===== config.mk =====
export PLATFORM = sky130hd
export DESIGN_NAME = img_loader
export DESIGN_NICKNAME = d
export VERILOG_FILES = /design/src/img_core_pkg.sv /design/src/img_loader.sv
export SDC_FILE = /design/constraint.sdc
export NUM_CORES = 1
export LEC_CHECK = 0
export BUFFER_PORTS_ARGS = -buffer_cell sky130_fd_sc_hd__clkbuf_2
export CAP_MARGIN = 20
export CORE_UTILIZATION = 45
export CTS_BUF_LIST = sky130_fd_sc_hd__clkbuf_2 sky130_fd_sc_hd__clkbuf_4 sky130_fd_sc_hd__clkbuf_8
export DETAILED_ROUTE_END_ITERATION = 8
export PLACE_DENSITY = 0.79
export SYNTH_ARGS = -nofsm -noshare
export SYNTH_HDL_FRONTEND = slang
export SYNTH_SLANG_ARGS = --single-unit

===== constraint.sdc =====
create_clock -name i_clk -period 2 [get_ports i_clk]
set_input_delay 0.1 -clock i_clk [delete_from_list [all_inputs] [get_ports i_clk]]
set_output_delay 0.1 -clock i_clk [all_outputs]
set_load 0.005 [all_outputs]

===== src/img_core_pkg.sv =====
`default_nettype none

package img_core_pkg;

    // --------------------------------------------------
    // image geometry
    // --------------------------------------------------
    localparam int IMG_W   = 8;
    localparam int IMG_H   = 8;
    localparam int IMG_C   = 32;
    localparam int IMG_PIX = IMG_W * IMG_H * IMG_C;

    // channel c sits in bank c mod 4
    localparam int BANK_COUNT = 4;
    localparam int BANK_WORDS = IMG_PIX / BANK_COUNT;

    // datapath widths
    localparam int PIX_W = 8;
    localparam int OUT_W = 14;
    localparam int ACC_W = 18;

    // largest window origin on either axis
    localparam int ORG_MAX = 6;

    // conv result is (sum + 8) >> 4
    localparam logic [ACC_W-1:0] ROUND_BIAS = 8;
    localparam int ROUND_SHIFT = 4;

    // --------------------------------------------------
    // opcodes
    // --------------------------------------------------
    localparam logic [3:0] OP_LOAD    = 4'd0;
    localparam logic [3:0] OP_ORG_R   = 4'd1;
    localparam logic [3:0] OP_ORG_L   = 4'd2;
    localparam logic [3:0] OP_ORG_U   = 4'd3;
    localparam logic [3:0] OP_ORG_D   = 4'd4;
    localparam logic [3:0] OP_SCALE_D = 4'd5;
    localparam logic [3:0] OP_SCALE_U = 4'd6;
    localparam logic [3:0] OP_DISPLAY = 4'd7;
    localparam logic [3:0] OP_CONV    = 4'd8;

    typedef enum logic [1:0] {
        DEPTH_8  = 2'd0,
        DEPTH_16 = 2'd1,
        DEPTH_32 = 2'd2
    } depth_e;

    // gaussian kernel, row major over ky then kx
    localparam logic [2:0] GAUSS_W [9] = '{
        3'd1, 3'd2, 3'd1,
        3'd2, 3'd4, 3'd2,
        3'd1, 3'd2, 3'd1
    };

    // --------------------------------------------------
    // bundles
    // --------------------------------------------------
    typedef struct packed {
        logic [$clog2(IMG_W)-1:0] origin_x;
        logic [$clog2(IMG_H)-1:0] origin_y;
        depth_e                   depth;
    } view_t;

    typedef struct packed {
        logic                          en;
        logic                          we;
        logic [$clog2(BANK_COUNT)-1:0] bank;
        logic [$clog2(BANK_WORDS)-1:0] addr;
        logic [PIX_W-1:0]              wdata;
    } mem_req_t;

    typedef struct packed {
        logic                    valid;
        logic signed [OUT_W-1:0] data;
    } pix_out_t;

    // number of active channels for a depth code
    function automatic logic [5:0] depth_chans(depth_e d);
        case (d)
            DEPTH_8:  return 6'd8;
            DEPTH_16: return 6'd16;
            default:  return 6'd32;
        endcase
    endfunction

endpackage

`default_nettype wire


===== src/img_loader.sv =====
`timescale 1ns/1ps
`default_nettype none

module img_loader (
    input  wire                                  i_clk,
    input  wire                                  i_rst_n,
    input  wire                                  i_start,
    input  wire                                  i_in_valid,
    input  wire [img_core_pkg::PIX_W-1:0]        i_in_data,
    output logic                                 o_in_ready,
    output img_core_pkg::mem_req_t               o_req,
    output logic                                 o_done
);

    // raster index c*64 + y*8 + x
    logic [$clog2(img_core_pkg::IMG_PIX)-1:0] cnt_q;
    logic                                     active_q;
    logic                                     done_q;
    logic                                     wr;

    assign wr = active_q && i_in_valid;

    always_ff @(posedge i_clk or negedge i_rst_n) begin
        if (!i_rst_n) begin
            active_q <= 1'b0;
            cnt_q    <= '0;
            done_q   <= 1'b0;
        end else begin
            done_q <= 1'b0;
            if (i_start) begin
                active_q <= 1'b1;
                cnt_q    <= '0;
            end else if (wr) begin
                cnt_q <= cnt_q + 1'b1;
                // last byte closes the load
                if (cnt_q == img_core_pkg::IMG_PIX - 1) begin
                    active_q <= 1'b0;
                    done_q   <= 1'b1;
                end
            end
        end
    end

    // bank from c[1:0], word from c[4:2] and the 64 pixel offset
    assign o_req = '{
        en:    wr,
        we:    1'b1,
        bank:  cnt_q[7:6],
        addr:  {cnt_q[10:8], cnt_q[5:0]},
        wdata: i_in_data
    };

    assign o_in_ready = active_q;
    assign o_done     = done_q;

endmodule

`default_nettype wire


# Yosys cells after proc, flatten, opt, wreduce, memory -nomap -nowiden

Index checks and enable logic that the tools add are counted.

Register bits: 13
Word-level logic and storage cells: 17

Equal/unequal tests: 1
Muxes and demuxes: 8
$add $sub $neg: 1
Reductions and logical operators: 4

Operators with widths:

| cell                                                            | count |
|---|---|
| 11-bit two-way mux                                              | 2 |
| 11-bit by 1-bit adder with 11-bit output, second input constant | 1 |
| 11-bit == test, second input constant                           | 1 |
| 1-bit two-way mux                                               | 6 |
| 2-bit nonzero test                                              | 2 |
| 2-bit AND reduction                                             | 1 |
| 1-bit logical AND                                               | 1 |

# Longest topological paths before layout

Word-level depth: 4
Depth in mapped cells: 4

# Worst setup path before layout

OpenSTA, ideal clock, no wires.

Path type: reg-to-reg
Start point: reg cnt_q[0] (netlist bit)
End point: reg cnt_q[10] (netlist bit)
Clock period less this slack: 1485 ps
Arrival: 1360 ps
Setup time: 125 ps
Cell stages (with the launch flop): 5
Required time: 1875 ps
Setup slack: 515 ps
Cells stage by stage: dfrtp_1 > ha_1 > nand3_1 > nor3_1 > mux2_2

Longest elaborated chain between the ends: 3

RTL lines:

| element                                  | line             | text |
|---|---|---|
| start, declared                          | img_loader.sv:16 | `logic [$clog2(img_core_pkg::IMG_PIX)-1:0] cnt_q;` |
| start signal, assigned                   | img_loader.sv:34 | `cnt_q <= cnt_q + 1'b1;` |
| 11-bit by 1-bit adder with 11-bit output | img_loader.sv:34 |  |
| 11-bit two-way mux                       | img_loader.sv:33 | `end else if (wr) begin` |
| 11-bit two-way mux                       | img_loader.sv:30 | `if (i_start) begin` |

Every way passes these cells. The select of a mux whose other input is x is not followed.
A chain may end at the register's enable or synchronous reset.

# Worst setup path in the final report

Same ends and word-level chain as after synthesis.

==> reports/qor.csv <==
metric;value;unit
syn_inst;72;
gp_congestion;0.734;
max_freq;0.632;GHz
drcViolationCount;0;
rr_startpoint;cnt_q[0]$_DFFE_PN0P_;
max-vdd-ir-drop;0.000478;V
die_h;41.3;um
final-max-slew-violation-count;0;
power_switching;111;uW
cp_slowest_stage_delay;0.41;ns
fin_crit;1.58;ns
mostFrequentLayoutCells;17 x clkbuf_2, 13 x dfrtp_1, 9 x a21oi_1;
diodes;0;
avgSynthCellArea;9.64;um^2
cts.clk_slew.worst_paths;0.08;ns
drtIter0Drc;7;
hp-class;in2reg;
drive_above_1_share;0.301;
cp_cell_sequence;ha_1 -> nand3_1 -> nor3_1 -> mux2_2;
finalSetupTns;0;ns
vias;564;
die_w;41.3;um
worstPathRequired;2.17;ns
pwr-share-clk;0.370;
ys_warn_count;0;
cap_violations;0;
hold_end;cnt_q[1]$_DFFE_PN0P_;
grt_max_degree;14;
first_global_vias;561;
holdCritStartpoint;i_in_valid;
cts_sinks;13;
sw_frac_of_total;0.232;
clock_path_buffers;2;
arrival;1.75;ns
intPower;369;uW
cts_root_buffer;clkbuf_4;
critPathKind;reg2reg;
fin_crit_sh;0.792;
crit_fanout;7;
antenna_found_initial;0;
ys_ff_latch;13;
wirelength;1430;um
whs;0.139;ns
setup_violations;0;
grt_overflow;0;
cts_tree;done;
final_nets;97;
coreArea;0.00137;mm^2
clkLatencyLatePin;0.28;ns
power-per-cell-area;633;mW/mm^2
vias_per_cell;5.76;
pin_count;35;
grt_pass1_wl;2340;um
postCtsSetupBuffers;0;
start_util;0.508;
syn_area;694;um^2
hold_violations;0;
regToRegSetupSlack;0.42;ns
fp-row-count;13;
status;finished, final reports clean;
synth_cell_types;22;
critical_path_buf_inv_count;0;
crit_family;simple AND/OR/NAND/NOR gates;
portBuffers;17;
area_delta_synth_final;9.37;%
dp_hpwl;1020;um
pwr-share-seq;0.564;
seq_area_frac_synth;0.468;
leakage;0.346;nW
dr.pass1.iters;3;
die_area;0.00170;mm^2
whs_path_depth;3;
fin_worst_skew;0.00237;ns
p_comb_frac;0.066;
final_common_cell;clkbuf_2;
r2r_end;cnt_q[10]$_DFFE_PN0P_;
route.antenna.remaining_nets;0;
routedWlPerCell;14.6;um
reg2reg_depth;4;
grt_setup_unrepaired;false;
crit_path_end_kind;register;
syn_nets;85;
htreeDepth;1;
crit_path_start_kind;register;
cpMaxStageDelayCell;dfrtp_1;
cts_buffers;3;
grt_usage;0.226;
## power by group through the flow
stage               clock [mW]  combinational, mW  sequential, mW
global route             0.196             0.0367           0.272
floorplan                    0             0.0284           0.276
detailed placement           0             0.0306           0.277
CTS                      0.183             0.0324           0.271
finish                   0.178             0.0316           0.271
global placement             0             0.0301           0.276
## registers in the layout (all words and copies together), names as in the netlist
name / count
cnt_q: 11
o_in_ready: 1
o_done: 1
## synthesized netlist by cell type
cell type | count | area (um^2)
o21ai_0 | 4 | 20.0
ha_1 | 1 | 12.5
nand4_2 | 2 | 25.0
nand4_1 | 2 | 12.5
inv_1 | 1 | 3.75
nand2_1 | 4 | 15.0
nor2b_1 | 1 | 6.26
o31ai_1 | 3 | 22.5
conb_1 | 1 | 3.75
a21oi_1 | 9 | 45.0
dfrtp_1 | 13 | 325
xor2_1 | 2 | 17.5
nor3_1 | 1 | 5.00
nand3_1 | 4 | 20.0
or3_2 | 1 | 7.51
nor2_1 | 4 | 15.0
clkbuf_1 | 1 | 3.75
mux2_2 | 1 | 11.3
buf_4 | 10 | 75.1
or4_1 | 3 | 22.5
and2_1 | 1 | 6.26
or3_1 | 3 | 18.8
## metrics by stage
stage | power (mW) | setup slack [ns] | instances | area [um^2] | util
floorplan | 0.305 | 0.515 | 72 | 694 | -
global placement | 0.306 | 0.471 | 93 | 719 | 0.527
detailed placement | 0.307 | 0.407 | 93 | 719 | 0.527
CTS | 0.486 | 0.400 | 98 | 759 | 0.556
global route | 0.504 | 0.264 | 98 | 759 | 0.556
finish | 0.480 | 0.417 | 98 | 759 | 0.556
## worst max-delay path by stage
stage	startpoint	endpoint	slack, ns	cells past startpoint
3_3_place_gp	cnt_q[0]$_DFFE_PN0P_	cnt_q[10]$_DFFE_PN0P_	0.47	4
6_report	cnt_q[0]$_DFFE_PN0P_	cnt_q[10]$_DFFE_PN0P_	0.42	4
2_1_floorplan	cnt_q[0]$_DFFE_PN0P_	cnt_q[10]$_DFFE_PN0P_	0.52	4
3_5_place_dp	cnt_q[0]$_DFFE_PN0P_	cnt_q[10]$_DFFE_PN0P_	0.41	4
4_1_cts	cnt_q[0]$_DFFE_PN0P_	cnt_q[10]$_DFFE_PN0P_	0.40	4
5_1_grt	cnt_q[0]$_DFFE_PN0P_	cnt_q[10]$_DFFE_PN0P_	0.26	4
## area by class of cell
type,count,area [um^2]
fillers,149,607
flip-flops and latches,13,325
multi-input cells,47,287
repair buffers,18,95.1
clock buffers,4,30.0
well taps,15,18.8
inverters,1,3.75
## per-layer routing
| layer | part of all wire | GRT usage | vias up |
|---|---|---|---|
| met5 | 0 | 0 | - |
| met3 | 0.050 | 0.0543 | 6 |
| met4 | 0.031 | 0.169 | 0 |
| met2 | 0.46 | 0.391 | 17 |
| li1 | - | - | 273 |
| met1 | 0.45 | 0.232 | 268 |
## kinds of logic (layout without fill, tap and decap cells)
logic type / after synthesis / count (layout) / synth area share
compound gates: 16 / 16 / 0.126
xor+xnor: 2 / 2 / 0.0252
fa+ha+maj: 1 / 1 / 0.0180
buf+inv: 12 / 23 / 0.119
flops: 13 / 13 / 0.468
mux: 1 / 1 / 0.0162
other cells: 1 / 1 / 0.00540
simple gates: 26 / 26 / 0.222
## worst register-to-register path, stage by stage, from the launching register on
cell,delay [ns]
dfrtp_1,0.41
ha_1,0.18
nand3_1,0.17
nor3_1,0.34
mux2_2,0.37
## timing repair
action | CTS | global route
hold endpoints to repair | 13 | 0
hold buffers | 1 | 0
resized for setup | 0 | 0
setup endpoints to repair | 0 | 0
No activity file was read; power rests on OpenSTA's default activity.
