`src/img_core_pkg.sv`:
```
`default_nettype none

package img_core_pkg;

    // --------------------------------------------------
    // image geometry
    // --------------------------------------------------
    localparam int IMG_W   = 8;
    localparam int IMG_H   = 8;
    localparam int IMG_C   = 32;
    localparam int IMG_PIX = IMG_W * IMG_H * IMG_C;

    // channel c sits in bank c mod 4
    localparam int BANK_COUNT = 4;
    localparam int BANK_WORDS = IMG_PIX / BANK_COUNT;

    // datapath widths
    localparam int PIX_W = 8;
    localparam int OUT_W = 14;
    localparam int ACC_W = 18;

    // largest window origin on either axis
    localparam int ORG_MAX = 6;

    // conv result is (sum + 8) >> 4
    localparam logic [ACC_W-1:0] ROUND_BIAS = 8;
    localparam int ROUND_SHIFT = 4;

    // --------------------------------------------------
    // opcodes
    // --------------------------------------------------
    localparam logic [3:0] OP_LOAD    = 4'd0;
    localparam logic [3:0] OP_ORG_R   = 4'd1;
    localparam logic [3:0] OP_ORG_L   = 4'd2;
    localparam logic [3:0] OP_ORG_U   = 4'd3;
    localparam logic [3:0] OP_ORG_D   = 4'd4;
    localparam logic [3:0] OP_SCALE_D = 4'd5;
    localparam logic [3:0] OP_SCALE_U = 4'd6;
    localparam logic [3:0] OP_DISPLAY = 4'd7;
    localparam logic [3:0] OP_CONV    = 4'd8;

    typedef enum logic [1:0] {
        DEPTH_8  = 2'd0,
        DEPTH_16 = 2'd1,
        DEPTH_32 = 2'd2
    } depth_e;

    // gaussian kernel, row major over ky then kx
    localparam logic [2:0] GAUSS_W [9] = '{
        3'd1, 3'd2, 3'd1,
        3'd2, 3'd4, 3'd2,
        3'd1, 3'd2, 3'd1
    };

    // --------------------------------------------------
    // bundles
    // --------------------------------------------------
    typedef struct packed {
        logic [$clog2(IMG_W)-1:0] origin_x;
        logic [$clog2(IMG_H)-1:0] origin_y;
        depth_e                   depth;
    } view_t;

    typedef struct packed {
        logic                          en;
        logic                          we;
        logic [$clog2(BANK_COUNT)-1:0] bank;
        logic [$clog2(BANK_WORDS)-1:0] addr;
        logic [PIX_W-1:0]              wdata;
    } mem_req_t;

    typedef struct packed {
        logic                    valid;
        logic signed [OUT_W-1:0] data;
    } pix_out_t;

    // number of active channels for a depth code
    function automatic logic [5:0] depth_chans(depth_e d);
        case (d)
            DEPTH_8:  return 6'd8;
            DEPTH_16: return 6'd16;
            default:  return 6'd32;
        endcase
    endfunction

endpackage

`default_nettype wire

```
`src/display_stream.sv`:
```
`timescale 1ns/1ps
`default_nettype none

module display_stream (
    input  wire                                  i_clk,
    input  wire                                  i_rst_n,
    input  wire                                  i_start,
    input  wire img_core_pkg::view_t             i_view,
    input  wire [img_core_pkg::PIX_W-1:0]        i_rdata,
    output img_core_pkg::mem_req_t               o_req,
    output img_core_pkg::pix_out_t               o_pix,
    output logic                                 o_done
);

    // read side counters
    logic       active_q;
    logic [1:0] pos_q;
    logic [4:0] ch_q;
    logic [5:0] nch;
    logic       ch_last;
    logic       last;
    logic [2:0] x;
    logic [2:0] y;

    // return side, one cycle behind the read
    logic       rvalid_q;
    logic       rlast_q;
    logic       done_q;

    assign nch     = img_core_pkg::depth_chans(i_view.depth);
    assign ch_last = ({1'b0, ch_q} == nch - 6'd1);
    assign last    = active_q && (pos_q == 2'd3) && ch_last;

    // pos bit 0 steps x and bit 1 steps y
    assign x = i_view.origin_x + {2'b00, pos_q[0]};
    assign y = i_view.origin_y + {2'b00, pos_q[1]};

    always_ff @(posedge i_clk or negedge i_rst_n) begin
        if (!i_rst_n) begin
            active_q <= 1'b0;
            pos_q    <= '0;
            ch_q     <= '0;
            rvalid_q <= 1'b0;
            rlast_q  <= 1'b0;
            done_q   <= 1'b0;
        end else begin
            rvalid_q <= active_q;
            rlast_q  <= last;
            // done lands the cycle after the last pixel
            done_q   <= rvalid_q && rlast_q;
            if (i_start) begin
                active_q <= 1'b1;
                pos_q    <= '0;
                ch_q     <= '0;
            end else if (active_q) begin
                pos_q <= pos_q + 2'd1;
                if (pos_q == 2'd3) begin
                    if (ch_last) begin
                        active_q <= 1'b0;
                    end else begin
                        ch_q <= ch_q + 5'd1;
                    end
                end
            end
        end
    end

    // one read per active cycle
    assign o_req = '{
        en:    active_q,
        we:    1'b0,
        bank:  ch_q[1:0],
        addr:  {ch_q[4:2], y, x},
        wdata: '0
    };

    // zero extended pixel
    assign o_pix = '{
        valid: rvalid_q,
        data:  {{(img_core_pkg::OUT_W - img_core_pkg::PIX_W){1'b0}}, i_rdata}
    };

    assign o_done = done_q;

endmodule

`default_nettype wire

```
`config.mk`:
```
export PLATFORM = sky130hd
export DESIGN_NAME = display_stream
export DESIGN_NICKNAME = d
export VERILOG_FILES = /design/src/img_core_pkg.sv /design/src/display_stream.sv
export SDC_FILE = /design/constraint.sdc
export NUM_CORES = 1
export LEC_CHECK = 0
export BUFFER_PORTS_ARGS = -buffer_cell sky130_fd_sc_hd__buf_2
export CAP_MARGIN = 40
export CORE_MARGIN = 1.5
export CORE_UTILIZATION = 30
export CTS_BUF_LIST = sky130_fd_sc_hd__clkbuf_4 sky130_fd_sc_hd__clkbuf_8
export CTS_CLUSTER_DIAMETER = 30
export CTS_CLUSTER_SIZE = 20
export DETAILED_ROUTE_END_ITERATION = 10
export GPL_ROUTABILITY_DRIVEN = 1
export SYNTH_ARGS = -nofsm -noshare
export SYNTH_HDL_FRONTEND = slang
export SYNTH_SLANG_ARGS = --single-unit
```
`constraint.sdc`:
```
create_clock -name i_clk -period 2 [get_ports i_clk]
set_input_delay 0.4 -clock i_clk [delete_from_list [all_inputs] [get_ports i_clk]]
set_output_delay 0.4 -clock i_clk [all_outputs]
set_load 0.02 [all_outputs]
```
* Yosys cells after proc, flatten, opt, wreduce, memory -nomap -nowiden
Index checks and enable logic that the tools add are counted.
** Word-level totals
- Flip-flop bits (word level) :: 11
- Input bits :: 19
** Operators by class
- Reduce and logical (&&, ||, !) cells :: 7
- Add/subtract/negate cells :: 5
- Equal/unequal tests :: 4
- Muxes and demuxes :: 11
** Operator list (count)
- $mux W5 :: 4
- $pmux W6 S2 :: 1
- $add A3 B1 Y3 :: 2
- $eq A5 B6 Y1 :: 1
- $sub A6 B1 Y6 const B :: 1
- $add A5 B1 Y5 const B :: 1
- $mux W1 :: 4
- $mux W2 :: 2
- $reduce_bool A2 Y1 :: 2
- $logic_and A1 B1 Y1 :: 3
- $reduce_and A3 Y1 :: 1
- $add A2 B1 Y2 const B :: 1
- $eq A2 B1 Y1 const B :: 1
- $eq A2 B2 Y1 const B :: 1
- $logic_not A2 Y1 :: 1
- $ne A2 B2 Y1 const B :: 1

* Longest topological paths before layout
- Word-level depth :: 8
- Mapped depth :: 5

* Least setup slack after synthesis
OpenSTA, ideal clock, no wires.
- Path kind :: register -> register
- From :: register ch_q[0]
- To :: register ch_q[3]
- Arrival time :: 1.600 ns
- Data required time :: 1.872 ns
- Stages on the path, launching flop included :: 6
- Buffers on the path :: 0
- Period minus slack after synthesis :: 1.728 ns
- Path slack :: 0.272 ns
- Setup time :: 0.128 ns
- Path through :: dfrtp_1 > ha_1 > nand2_1 > o32ai_2 > nor4b_1 > mux2_1
** On the way
- Longest elaborated chain between the ends :: 5
** Ends and longest elaborated chain
- start, declared :: RTL line display_stream.sv:18 : logic [4:0] ch_q;
- start signal, assigned :: RTL line display_stream.sv:61 : ch_q <= ch_q + 5'd1;
- $add A5 B1 Y5 :: RTL line display_stream.sv:61
- $mux W5 :: RTL line display_stream.sv:58 : if (ch_last) begin
- $mux W5 :: RTL line display_stream.sv:57 : if (pos_q == 2'd3) begin
- $mux W5 :: RTL line display_stream.sv:55 : end else if (active_q) begin
- $mux W5 :: RTL line display_stream.sv:51 : if (i_start) begin
Several ways; a longest one is shown, not always the timed one. The select of a mux whose other input is x is not followed.
A chain may end at the register's enable or synchronous reset.

* Worst setup path after layout
Ends and elaborated chain as after synthesis.

==> results_dict.tcl <==
set metrics [dict create \
    wl_met1_um 511 \
    intPower_mw 0.3513 \
    totalWireLength_mm 1.247 \
    net_switching_power_mw 0.1495 \
    cts.htree.levels 1 \
    worst_setup_path_startpoint "ch_q[0]$_DFFE_PN0P_" \
    grt_antenna_before_repair 0 \
    vdd.ir_drop.worst_mv 0.3141 \
    grt_pass1_wl_mm 2.111 \
    first_global_vias 485 \
    start_kind "register" \
    fp.dieH_um 54.14 \
    r2r.worst_path.cells 5 \
    drive_above_1_share_pct 30.93 \
    routedWlPerCell_um 9.819 \
    total_power_per_unit_cell_area_nw_per_um2 593.8 \
    finalSetupTns_ns 0 \
    crit-reg2reg-capture "ch_q[3]$_DFFE_PN0P_" \
    total_of_endpoints_with_negative_setup_slack_in_the_final_report 0 \
    area_of_the_die_um2 2931 \
    netlist.area_leader.share_pct 35.09 \
    power_frac_clock_pct 32.4 \
    layout_min_cycle_time_ns 1.804 \
    timing_max_transition_violations_final 0 \
    synth_top_cells_by_area "sky130_fd_sc_hd__dfrtp_1, sky130_fd_sc_hd__buf_4, sky130_fd_sc_hd__ha_1, sky130_fd_sc_hd__mux2i_1, sky130_fd_sc_hd__nor2_1" \
    share_seq_of_total_power_pct 46.4 \
    worstSetupEndpoint "ch_q[3]$_DFFE_PN0P_" \
    cts-buffers-inserted 3 \
    worst_slack_ns 0.1964 \
    route.met2.wl_um 580 \
    drt-pass1-iter-count 4 \
    r2r_slack_ns 0.20 \
    largest_net_degree_at_the_start_of_global_routing 12 \
    postRouteAntennaNets 0 \
    root_cell_of_the_clock_tree "sky130_fd_sc_hd__clkbuf_4" \
    timing.fmax_mhz 554.4 \
    swShare_pct 29.86 \
    floorplan.initialDensity_pct 31.67 \
    run_status "complete, no violations" \
    syn_area_per_cell_um2 9.806 \
    comb_power_share_pct 21.1 \
    worst-endpoint-required_ns 2.15 \
    cp-end-kind "register" \
    detailed_router_s_first_iteration_violation_count 1 \
    ys_seq_elements 11 \
    top_signal_layer_used "met4" \
    path_max_fanout 5 \
    clk_pin_slew_ns 0.07 \
    type_of_the_worst_setup_path "register to register" \
    maxCapViolations 0 \
    synth.yosys.warnings 0 \
    clock_skew_ns 0.002379 \
    groute.usage.overall_pct 10.59 \
    layout.cells.most_common "sky130_fd_sc_hd__buf_2" \
    synth_seq_area_share_pct 35.09 \
    met3_wirelength_um 121 \
    areaGrowthSynthToFinish_pct 7.496 \
    cts_sinks 11 \
    mappedNetlistArea_um2 784.5 \
    regToRegStartpoint "ch_q[0]$_DFFE_PN0P_" \
    grt_remaining_overflow 0 \
    fillCellCount 271 \
    design.portCount 56 \
    cellLeakagePower_nw 0.4565 \
    worst_skew_pair.late_latency_ns 0.27 \
    post_synth_num_cell_types 24 \
    min_path_type "primary input to register" \
    final_cell_mix "sky130_fd_sc_hd__buf_2, sky130_fd_sc_hd__conb_1, sky130_fd_sc_hd__dfrtp_1" \
    dominant_cell_type_by_area_after_synthesis "sky130_fd_sc_hd__dfrtp_1" \
    timing.critical_path.arrival_ns 1.96 \
    globalplace.congestion 0.7992 \
    dp.cells 122 \
    instances_no_fill 127 \
    antenna_diode_count 0 \
    port_buffers 24 \
    routed_vias 542 \
    rsz_0062_raised_after_global_routing "false" \
    fp.coreArea_um2 2477 \
    average_via_count_per_standard_cell 4.268 \
    num_rows 18 \
    hold_violations 0 \
    cts_post_setup_buffers_inserted 0 \
    layout_net_count 123 \
    cts_tree "yes" \
    min_period_over_period_pct 90.18 \
    cts_buffer_depth 2 \
    number_of_cells_produced_by_synthesis 80 \
    dp_hpwl_mm 1.007 \
    drc 0 \
    placement.setup.worst_slack_ns 0.2237 \
    die_width_um 54.14 \
]
## per-stage QoR
stage	hold WS [ns]	area (um2)	total power, mW	utilization [%]
6_report	0.4216	843.3	0.5008	34.04
5_1_grt	0.4253	843.3	0.5409	34.04
4_1_cts	0.4056	843.3	0.5131	34.04
3_5_place_dp	0.2836	803.3	0.3424	32.42
3_3_place_gp	0.2761	803.3	0.3403	32.42
2_1_floorplan	0.1044	837.1	0.3587	-
## registers in the layout, summed over array words and instances, names as in the netlist
signal and count:
o_done 1, rlast_q 1, active_q 1, ch_q 5
rvalid_q 1, pos_q 2
## routing by layer
| layer | global-route usage, % | up-vias |
|---|---|---|
| li1 | - | 258 |
| met3 | 4.444 | 4 |
| met4 | 6.250 | 0 |
| met1 | 12.18 | 250 |
| met2 | 16.27 | 30 |
| met5 | 0 | - |
## cell usage after synthesis, drive strengths merged
cell type and n:
xor2 3, or2 1, mux2 2, nor3 3
a31oi 1, and3 1, and2 1, ha 6
mux2i 3, xnor2 1, o21bai 1, nor4b 1
conb 1, nand2 4, clkbuf 1, buf 25
nor2b 1, nand2b 2, a21o 1, inv 1
nand4 1, o32ai 1, dfrtp 11, nor2 7
## repair_timing
| item | CTS | global route |
|---|---|---|
| resized for setup | 0 | 0 |
| hold buffers | 1 | 0 |
| hold endpoints to repair | 11 | 0 |
## power groups by stage
stage          Combinational (mW)  Clock, mW  Sequential, mW
2_1_floorplan               0.121          0           0.238
3_3_place_gp                0.104          0           0.236
3_5_place_dp                0.105          0           0.237
4_1_cts                     0.107      0.173           0.233
5_1_grt                     0.120      0.187           0.233
6_report                    0.106      0.162           0.233
## cell type report
| cell class | count | area (um2) | area share [%] |
|---|---|---|---|
| inverter | 1 | 3.754 | 0.4451 |
| sequential | 11 | 275.3 | 32.64 |
| multi-input combinational | 56 | 366.6 | 43.47 |
| timing repair buffer | 25 | 130.1 | 15.43 |
| tap | 30 | 37.54 | 4.451 |
| clock buffer | 4 | 30.03 | 3.561 |
## cell families (layout without fill, tap and decap cells)
logic type | after synthesis | after routing | synth area share [%]
and+or+nand+nor | 22 | 22 | 14.04
DFF | 11 | 11 | 35.09
muxes | 5 | 5 | 6.699
buffers and inverters | 27 | 30 | 24.88
xor gates and xnor gates | 4 | 4 | 4.467
AOI/OAI and AO/OA | 4 | 4 | 4.786
adders and majority gates | 6 | 6 | 9.569
other | 1 | 15 | 0.4780
## worst min-delay path by stage
stage / to / depth (start not counted) / slack, ns / startpoint
6_report: pos_q[0]$_DFFE_PN0P_ / 2 / 0.42 / i_start
5_1_grt: pos_q[0]$_DFFE_PN0P_ / 2 / 0.43 / i_start
4_1_cts: pos_q[0]$_DFFE_PN0P_ / 2 / 0.41 / i_start
3_5_place_dp: ch_q[0]$_DFFE_PN0P_ / 1 / 0.28 / i_rst_n
3_3_place_gp: ch_q[1]$_DFFE_PN0P_ / 1 / 0.28 / i_rst_n
2_1_floorplan: active_q$_DFF_PN0_ / 0 / 0.10 / i_rst_n
## critical path, cell delays in order (launching register included)
cell	delay, ns
sky130_fd_sc_hd__dfrtp_1	0.42
sky130_fd_sc_hd__ha_1	0.25
sky130_fd_sc_hd__nand2_1	0.13
sky130_fd_sc_hd__o32ai_2	0.14
sky130_fd_sc_hd__nor4b_1	0.39
sky130_fd_sc_hd__mux2_1	0.36
Power figures use the tool's default switching activity.
