--- config.mk ---
export PLATFORM = sky130hd
export DESIGN_NAME = gauss_conv
export DESIGN_NICKNAME = d
export VERILOG_FILES = /design/src/img_core_pkg.sv /design/src/gauss_conv.sv
export SDC_FILE = /design/constraint.sdc
export NUM_CORES = 1
export LEC_CHECK = 0
export BUFFER_PORTS_ARGS = -buffer_cell sky130_fd_sc_hd__buf_2
export CAP_MARGIN = 20
export CORE_ASPECT_RATIO = 0.5
export CORE_MARGIN = 3
export CORE_UTILIZATION = 40
export DETAILED_ROUTE_END_ITERATION = 10
export HOLD_SLACK_MARGIN = 0.03
export SYNTH_ARGS = -nofsm -noshare
export SYNTH_HDL_FRONTEND = slang
export SYNTH_SLANG_ARGS = --single-unit
--- constraint.sdc ---
create_clock -name i_clk -period 6.8 [get_ports i_clk]
set_clock_uncertainty 0.15 [all_clocks]
set_input_delay 0.68 -clock i_clk [delete_from_list [all_inputs] [get_ports i_clk]]
set_output_delay 0.68 -clock i_clk [all_outputs]
set_load 0.02 [all_outputs]
--- src/img_core_pkg.sv ---
`default_nettype none

package img_core_pkg;

    // --------------------------------------------------
    // image geometry
    // --------------------------------------------------
    localparam int IMG_W   = 8;
    localparam int IMG_H   = 8;
    localparam int IMG_C   = 32;
    localparam int IMG_PIX = IMG_W * IMG_H * IMG_C;

    // channel c sits in bank c mod 4
    localparam int BANK_COUNT = 4;
    localparam int BANK_WORDS = IMG_PIX / BANK_COUNT;

    // datapath widths
    localparam int PIX_W = 8;
    localparam int OUT_W = 14;
    localparam int ACC_W = 18;

    // largest window origin on either axis
    localparam int ORG_MAX = 6;

    // conv result is (sum + 8) >> 4
    localparam logic [ACC_W-1:0] ROUND_BIAS = 8;
    localparam int ROUND_SHIFT = 4;

    // --------------------------------------------------
    // opcodes
    // --------------------------------------------------
    localparam logic [3:0] OP_LOAD    = 4'd0;
    localparam logic [3:0] OP_ORG_R   = 4'd1;
    localparam logic [3:0] OP_ORG_L   = 4'd2;
    localparam logic [3:0] OP_ORG_U   = 4'd3;
    localparam logic [3:0] OP_ORG_D   = 4'd4;
    localparam logic [3:0] OP_SCALE_D = 4'd5;
    localparam logic [3:0] OP_SCALE_U = 4'd6;
    localparam logic [3:0] OP_DISPLAY = 4'd7;
    localparam logic [3:0] OP_CONV    = 4'd8;

    typedef enum logic [1:0] {
        DEPTH_8  = 2'd0,
        DEPTH_16 = 2'd1,
        DEPTH_32 = 2'd2
    } depth_e;

    // gaussian kernel, row major over ky then kx
    localparam logic [2:0] GAUSS_W [9] = '{
        3'd1, 3'd2, 3'd1,
        3'd2, 3'd4, 3'd2,
        3'd1, 3'd2, 3'd1
    };

    // --------------------------------------------------
    // bundles
    // --------------------------------------------------
    typedef struct packed {
        logic [$clog2(IMG_W)-1:0] origin_x;
        logic [$clog2(IMG_H)-1:0] origin_y;
        depth_e                   depth;
    } view_t;

    typedef struct packed {
        logic                          en;
        logic                          we;
        logic [$clog2(BANK_COUNT)-1:0] bank;
        logic [$clog2(BANK_WORDS)-1:0] addr;
        logic [PIX_W-1:0]              wdata;
    } mem_req_t;

    typedef struct packed {
        logic                    valid;
        logic signed [OUT_W-1:0] data;
    } pix_out_t;

    // number of active channels for a depth code
    function automatic logic [5:0] depth_chans(depth_e d);
        case (d)
            DEPTH_8:  return 6'd8;
            DEPTH_16: return 6'd16;
            default:  return 6'd32;
        endcase
    endfunction

endpackage

`default_nettype wire

--- src/gauss_conv.sv ---
`timescale 1ns/1ps
`default_nettype none

module gauss_conv (
    input  wire                                  i_clk,
    input  wire                                  i_rst_n,
    input  wire                                  i_start,
    input  wire img_core_pkg::view_t             i_view,
    input  wire [img_core_pkg::PIX_W-1:0]        i_rdata,
    output img_core_pkg::mem_req_t               o_req,
    output img_core_pkg::pix_out_t               o_pix,
    output logic                                 o_done
);

    // --------------------------------------------------
    // tap sequencer, kx innermost then ky, channel, pos
    // --------------------------------------------------
    logic       active_q;
    logic [1:0] kx_q;
    logic [1:0] ky_q;
    logic [1:0] pos_q;
    logic [4:0] ch_q;
    logic [5:0] nch;
    logic       ch_last;
    logic       tap_last;
    logic       all_last;

    // tap coordinates offset by one so -1 becomes 0
    logic [3:0] tx;
    logic [3:0] ty;
    logic [3:0] xm;
    logic [3:0] ym;
    logic       in_img;
    logic [3:0] widx;

    // return side
    logic                                tv_q;
    logic                                plast_q;
    logic                                alast_q;
    logic                                done_q;
    logic                                pad_q;
    logic [2:0]                          w_q;
    logic [img_core_pkg::PIX_W+2:0]      prod;
    logic [img_core_pkg::ACC_W-1:0]      acc_q;
    logic [img_core_pkg::ACC_W-1:0]      sum;
    logic [img_core_pkg::ACC_W-1:0]      rnd;

    assign nch      = img_core_pkg::depth_chans(i_view.depth);
    assign ch_last  = ({1'b0, ch_q} == nch - 6'd1);
    assign tap_last = (kx_q == 2'd2) && (ky_q == 2'd2) && ch_last;
    assign all_last = tap_last && (pos_q == 2'd3);

    assign tx = {1'b0, i_view.origin_x} + {3'b000, pos_q[0]} + {2'b00, kx_q};
    assign ty = {1'b0, i_view.origin_y} + {3'b000, pos_q[1]} + {2'b00, ky_q};
    assign xm = tx - 4'd1;
    assign ym = ty - 4'd1;

    // taps outside the image read as zero
    assign in_img = (tx != 4'd0) && (tx <= img_core_pkg::IMG_W)
                 && (ty != 4'd0) && (ty <= img_core_pkg::IMG_H);

    assign widx = {2'b00, ky_q} * 4'd3 + {2'b00, kx_q};

    always_ff @(posedge i_clk or negedge i_rst_n) begin
        if (!i_rst_n) begin
            active_q <= 1'b0;
            kx_q     <= '0;
            ky_q     <= '0;
            pos_q    <= '0;
            ch_q     <= '0;
            tv_q     <= 1'b0;
            plast_q  <= 1'b0;
            alast_q  <= 1'b0;
            done_q   <= 1'b0;
            acc_q    <= '0;
        end else begin
            tv_q    <= active_q;
            plast_q <= tap_last;
            alast_q <= all_last;
            done_q  <= tv_q && plast_q && alast_q;
            // accumulate, then restart after each output pixel
            if (i_start) begin
                acc_q <= '0;
            end else if (tv_q) begin
                acc_q <= plast_q ? '0 : sum;
            end
            if (i_start) begin
                active_q <= 1'b1;
                kx_q     <= '0;
                ky_q     <= '0;
                pos_q    <= '0;
                ch_q     <= '0;
            end else if (active_q) begin
                kx_q <= (kx_q == 2'd2) ? 2'd0 : kx_q + 2'd1;
                if (kx_q == 2'd2) begin
                    ky_q <= (ky_q == 2'd2) ? 2'd0 : ky_q + 2'd1;
                    if (ky_q == 2'd2) begin
                        ch_q <= ch_last ? 5'd0 : ch_q + 5'd1;
                        if (ch_last) begin
                            pos_q <= pos_q + 2'd1;
                            if (pos_q == 2'd3) begin
                                active_q <= 1'b0;
                            end
                        end
                    end
                end
            end
        end
    end

    // weight and pad flag meet the returned byte
    always_ff @(posedge i_clk) begin
        pad_q <= !in_img;
        w_q   <= img_core_pkg::GAUSS_W[widx];
    end

    assign prod = pad_q ? '0 : w_q * i_rdata;
    assign sum  = acc_q + prod;
    assign rnd  = sum + img_core_pkg::ROUND_BIAS;

    // no memory access for padded taps
    assign o_req = '{
        en:    active_q && in_img,
        we:    1'b0,
        bank:  ch_q[1:0],
        addr:  {ch_q[4:2], ym[2:0], xm[2:0]},
        wdata: '0
    };

    assign o_pix = '{
        valid: tv_q && plast_q,
        data:  rnd[img_core_pkg::ROUND_SHIFT +: img_core_pkg::OUT_W]
    };

    assign o_done = done_q;

endmodule

`default_nettype wire

Yosys cells after proc, flatten, opt, wreduce, memory -nomap -nowiden

Memory sizes are Yosys's and may differ from the RTL's. A register that Yosys moved wholly into a read port is not among the register bits.
Cells that the tools add are included.

Memories kept: 1
Register bits: 35
Input port bits: 19
Memory bits (read-only): 48
Word-level logic and storage cells: 85

Add/sub/neg operators: 14
Magnitude comparators: 2
Multiplexer cells: 28
Multipliers: 2
Equal/unequal tests: 5
Bitwise gates (word level): 1
Reduce and logical (&&, ||, !) cells: 21

Memories:

| memory          | words | bits a word | rd ports | clocked after Yosys merged registers in | write ports | line              | RTL |
|---|---|---|---|---|---|---|---|
| (no name shown) | 16    | 3           | 1        | 1                                       | 0           | gauss_conv.sv:114 | `w_q <= img_core_pkg::GAUSS_W[widx];` |

Operators by type and width:

| cell                  | number |
|---|---|
| $mux 18               | 3 |
| $mux 5                | 5 |
| $mux 2                | 12 |
| $add 18x11->18        | 1 |
| $add 18x4->18 const B | 1 |
| $add 4x2->4           | 3 |
| $pmux 6 s2            | 1 |
| $mul 3x8->11          | 1 |
| $mux 11               | 1 |
| $reduce_bool 2->1     | 5 |
| $logic_and 1x1->1     | 9 |
| $add 3x1->4           | 2 |
| $le 4x4->1 const B    | 2 |
| $reduce_bool 4->1     | 2 |
| $add 2x1->2 const B   | 3 |
| $eq 2x2->1 const B    | 3 |
| $eq 5x6->1            | 1 |
| $mux 1                | 6 |
| $sub 3x1->3 const B   | 2 |
| $sub 6x1->6 const B   | 1 |
| $add 5x1->5 const B   | 1 |
| $not 4->5             | 1 |
| $mul 2x2->4 const B   | 1 |
| $reduce_and 4->1      | 1 |
| 5 further kinds       | 5 |

Logic depth before layout (Yosys ltp)

Depth in word-level cells: 9
Gate-level depth with buffers: 23
Depth with buffers taken out: 22

Least setup slack after synthesis

No wires, ideal clock.

Path kind: input to output
Start point: input i_rdata[0] in the netlist's numbering
End point: output o_pix[10] in the netlist's numbering
Data arrival time: 4.779 ns
Required time: 5.970 ns
Stages on the path: 21
Path slack: 1.191 ns
Path through: nand2_1 fa_1 inv_1 ha_1 inv_1 fa_1 nor2b_1 o21ai_0 nand2b_1 a21oi_1 o21bai_1 xnor2_1 nor2_1 ha_1 a21o_1 a31o_2 a221oi_2 xnor2_1 nor4_1 o221a_1 xor2_1

RTL lines:

| item               | line             | RTL |
|---|---|---|
| start: declaration | gauss_conv.sv:9  | `input wire [img_core_pkg::PIX_W-1:0] i_rdata,` |
| end: declaration   | gauss_conv.sv:11 | `output img_core_pkg::pix_out_t o_pix,` |

==> run metrics <==
outcome=finished clean; CP Launch Type=flop; Reg-to-Reg End=acc_q[16]$_DFFE_PN0P_; Starting Density=0.427; Max Cap Viol=0; total global-route track usage=0.155; die footprint=0.0101 sq mm; CP bufs+invs=3; GR Util met1=0.224; Fin Setup TNS=0 ps; Fin. Hold Viols=0; Final ANT Viol Nets=0; Max IR drop VDD=0.000125 V; slew margin rel.=0.478; initial antenna violation count=0; Syn Std Cell Area=0.00354 sq mm; Pleak=2.00 nW; die height=72.5 um; Pwr Total=0.00102 W; Routed WL per cell=13.4 um; Global Route met3 Usage=0.0323; Hold Crit Class=in -> async; Crit path required time=5970 ps; Post-synth top cells=nand2_1 (38), dfrtp_1 (34), ha_1 (33), nor2_1 (32), inv_1 (29); Max Clk Rate=0.162 GHz; r2r setup slk=2020 ps; post-synthesis register bit count=38; Cell Rows=23; number of global-route vias before repair=2,665; Finished Layout Cells=553; EDFF count, synth=0; fin crit share=0.908; Hold WS=315 ps; Final Core Density=0.482; sequential area share after synthesis=0.263; cts hold-fix bufs=0; Ant. Diodes=0; CTS root buffer=clkbuf_16; CP max stage cell=nor4_1; Die Width=139 um; Fillers=824; number of I/O pins=56; drt first pass iters=4; first-pass GRT wire length=12,800 um; Area Growth Syn to Fin=12.9%; Post-Route WL=7430 um; layer with the highest usage=met2; met2 Track Usage GR=0.234; H-tree levels=2; Reg clk slew, reported paths=60 ps; syn avg cell area=8.94 sq um; via count=2,832; post-CTS setup buffer count=0; Yosys top cell area share=0.240; CTS max path bufs=2; Worst Path Max Fanout=8; worst-margin pin slew=783 ps; layout cells sized above 1=0.172; Final GP Congestion=0.841; top cells by area, synth=dfrtp_1 (24%), ha_1 (12%), fa_1 (7.9%), xnor2_1 (6.2%), nand2_1 (4.0%); IO Port Bufs=46; crit path time final=6170 ps; Final nets=506; setup violators final=0; Inst Count DP=545; cell family with most CP delay=compound AO/OA/AOI/OAI gates; yosys warns=0; RSZ-0062 raised after global routing=no; post_cts resized=0; Worst EP arrival=5340 ps; leading area contributor after synthesis=dfrtp_1; Post-synth ARST share=0.895; kind of end point of the critical path=primary output; max incr delay on CP=490 ps; worst r2r src=w_q[2]$_SDFF_PP0_; Skew-Pair Late Insertion Delay=290 ps; DRT iter0 DRCs=184; post-DP HPWL=5710 um; Post-synth top flop=dfrtp_1; drt drc=0; Worst Reg-to-Reg Cells=21; Floorplan Core Area=0.00829 sq mm; vias per inst=5.12; crit-path cells=nand2_1, fa_1, inv_1, ha_1, inv_1, fa_1, nor2b_1, o21ai_0, nand2b_1, a21oi_1, o21bai_1, xnor2_1, nor2_1, ha_1, a21o_1, a31o_2, a221oi_2, xnor2_1, nor4_1, o221a_1, xor2_1, buf_2; clock buffers created by TritonCTS=5; CTS tree=built; Syn Inst Count=396; count leader, synth=nand2_1; P per Cell Area=254 mW/mm^2; post-synth cell types=60; critical path class=reg -> out; CTS sink cnt=38; Pins Over Slew Limit=0; largest net degree at the start of global routing=35; total grt overflow=0
-- state kept, by name, summed over array words and instances (netlist names) --
register and flops:
o_done 1, acc_q 18, plast_q 1, kx_q 2, ch_q 5, alast_q 1
active_q 1, ky_q 2, w_q 3, pad_q 1, tv_q 1, pos_q 2
-- where the power goes --
| part | switching (W) | total (W) | internal, W |
|---|---|---|---|
| Combinational | 0.000289 | 0.000467 | 0.000179 |
| Clock | 0.000101 | 0.000274 | 0.000173 |
| Sequential | 0.0000240 | 0.000274 | 0.000250 |
| Total | 0.000414 | 0.00102 | 0.000602 |
-- how the worst max path moves through the flow --
stage	from	cells past startpoint	slack, ps	endpoint
after global routing	w_q[2]$_SDFF_PP0_	22	190	o_pix[10]
after floorplan	i_rdata[0]	21	1190	o_pix[10]
final	w_q[2]$_SDFF_PP0_	22	630	o_pix[10]
after global placement	i_rdata[0]	24	810	o_pix[12]
after CTS	w_q[2]$_SDFF_PP0_	22	630	o_pix[10]
after detailed placement	i_rdata[0]	23	790	o_pix[10]
-- final cells by class --
cell class / instances / area [sq um] / area share
sequential: 38 / 931 / 0.233
multi-input combinational: 319 / 2410 / 0.603
tap: 112 / 140 / 0.0350
inverter: 29 / 109 / 0.0272
clock buffer: 5 / 125 / 0.0313
timing repair buffer: 47 / 238 / 0.0594
clock inverter: 3 / 45.0 / 0.0113
-- cell usage in the layout, fill, tap and decap left out, drive strengths merged, types with 2 or more instances in the layout --
master / count
a211oi: 2
a21o: 6
a21oi: 23
a22o: 9
a31oi: 4
and2: 11
and3: 8
buf: 47
clkbuf: 5
clkinvlp: 2
conb: 9
dfrtp: 34
dfxtp: 4
fa: 14
ha: 33
inv: 29
mux2i: 2
nand2: 39
nand2b: 5
nand3: 6
nand4: 7
nor2: 33
nor2b: 7
nor3: 4
nor3b: 5
nor4: 4
o21ai: 18
o21bai: 5
o31ai: 4
or2: 2
xnor2: 25
xor2: 16
-- cell families after synthesis --
family,share of synthesized area
compound gates,0.162
flops,0.263
xor+xnor,0.106
simple gates,0.202
fa+ha+maj,0.196
mux,0.00565
other cells,0.00106
buf+inv,0.0650
-- metal layers --
layer,share of wire,vias to the layer above
li1,-,1434
met1,0.51,1338
met2,0.42,54
met3,0.053,6
met4,0.010,0
met5,0,-
-- metrics by stage --
step	setup WS (ps)	instance area (sq um)
CTS	633	4000
global route	191	4000
finish	626	4000
global placement	806	3830
detailed placement	785	3830
floorplan	1190	3570
(Power assumes the default switching activity.)
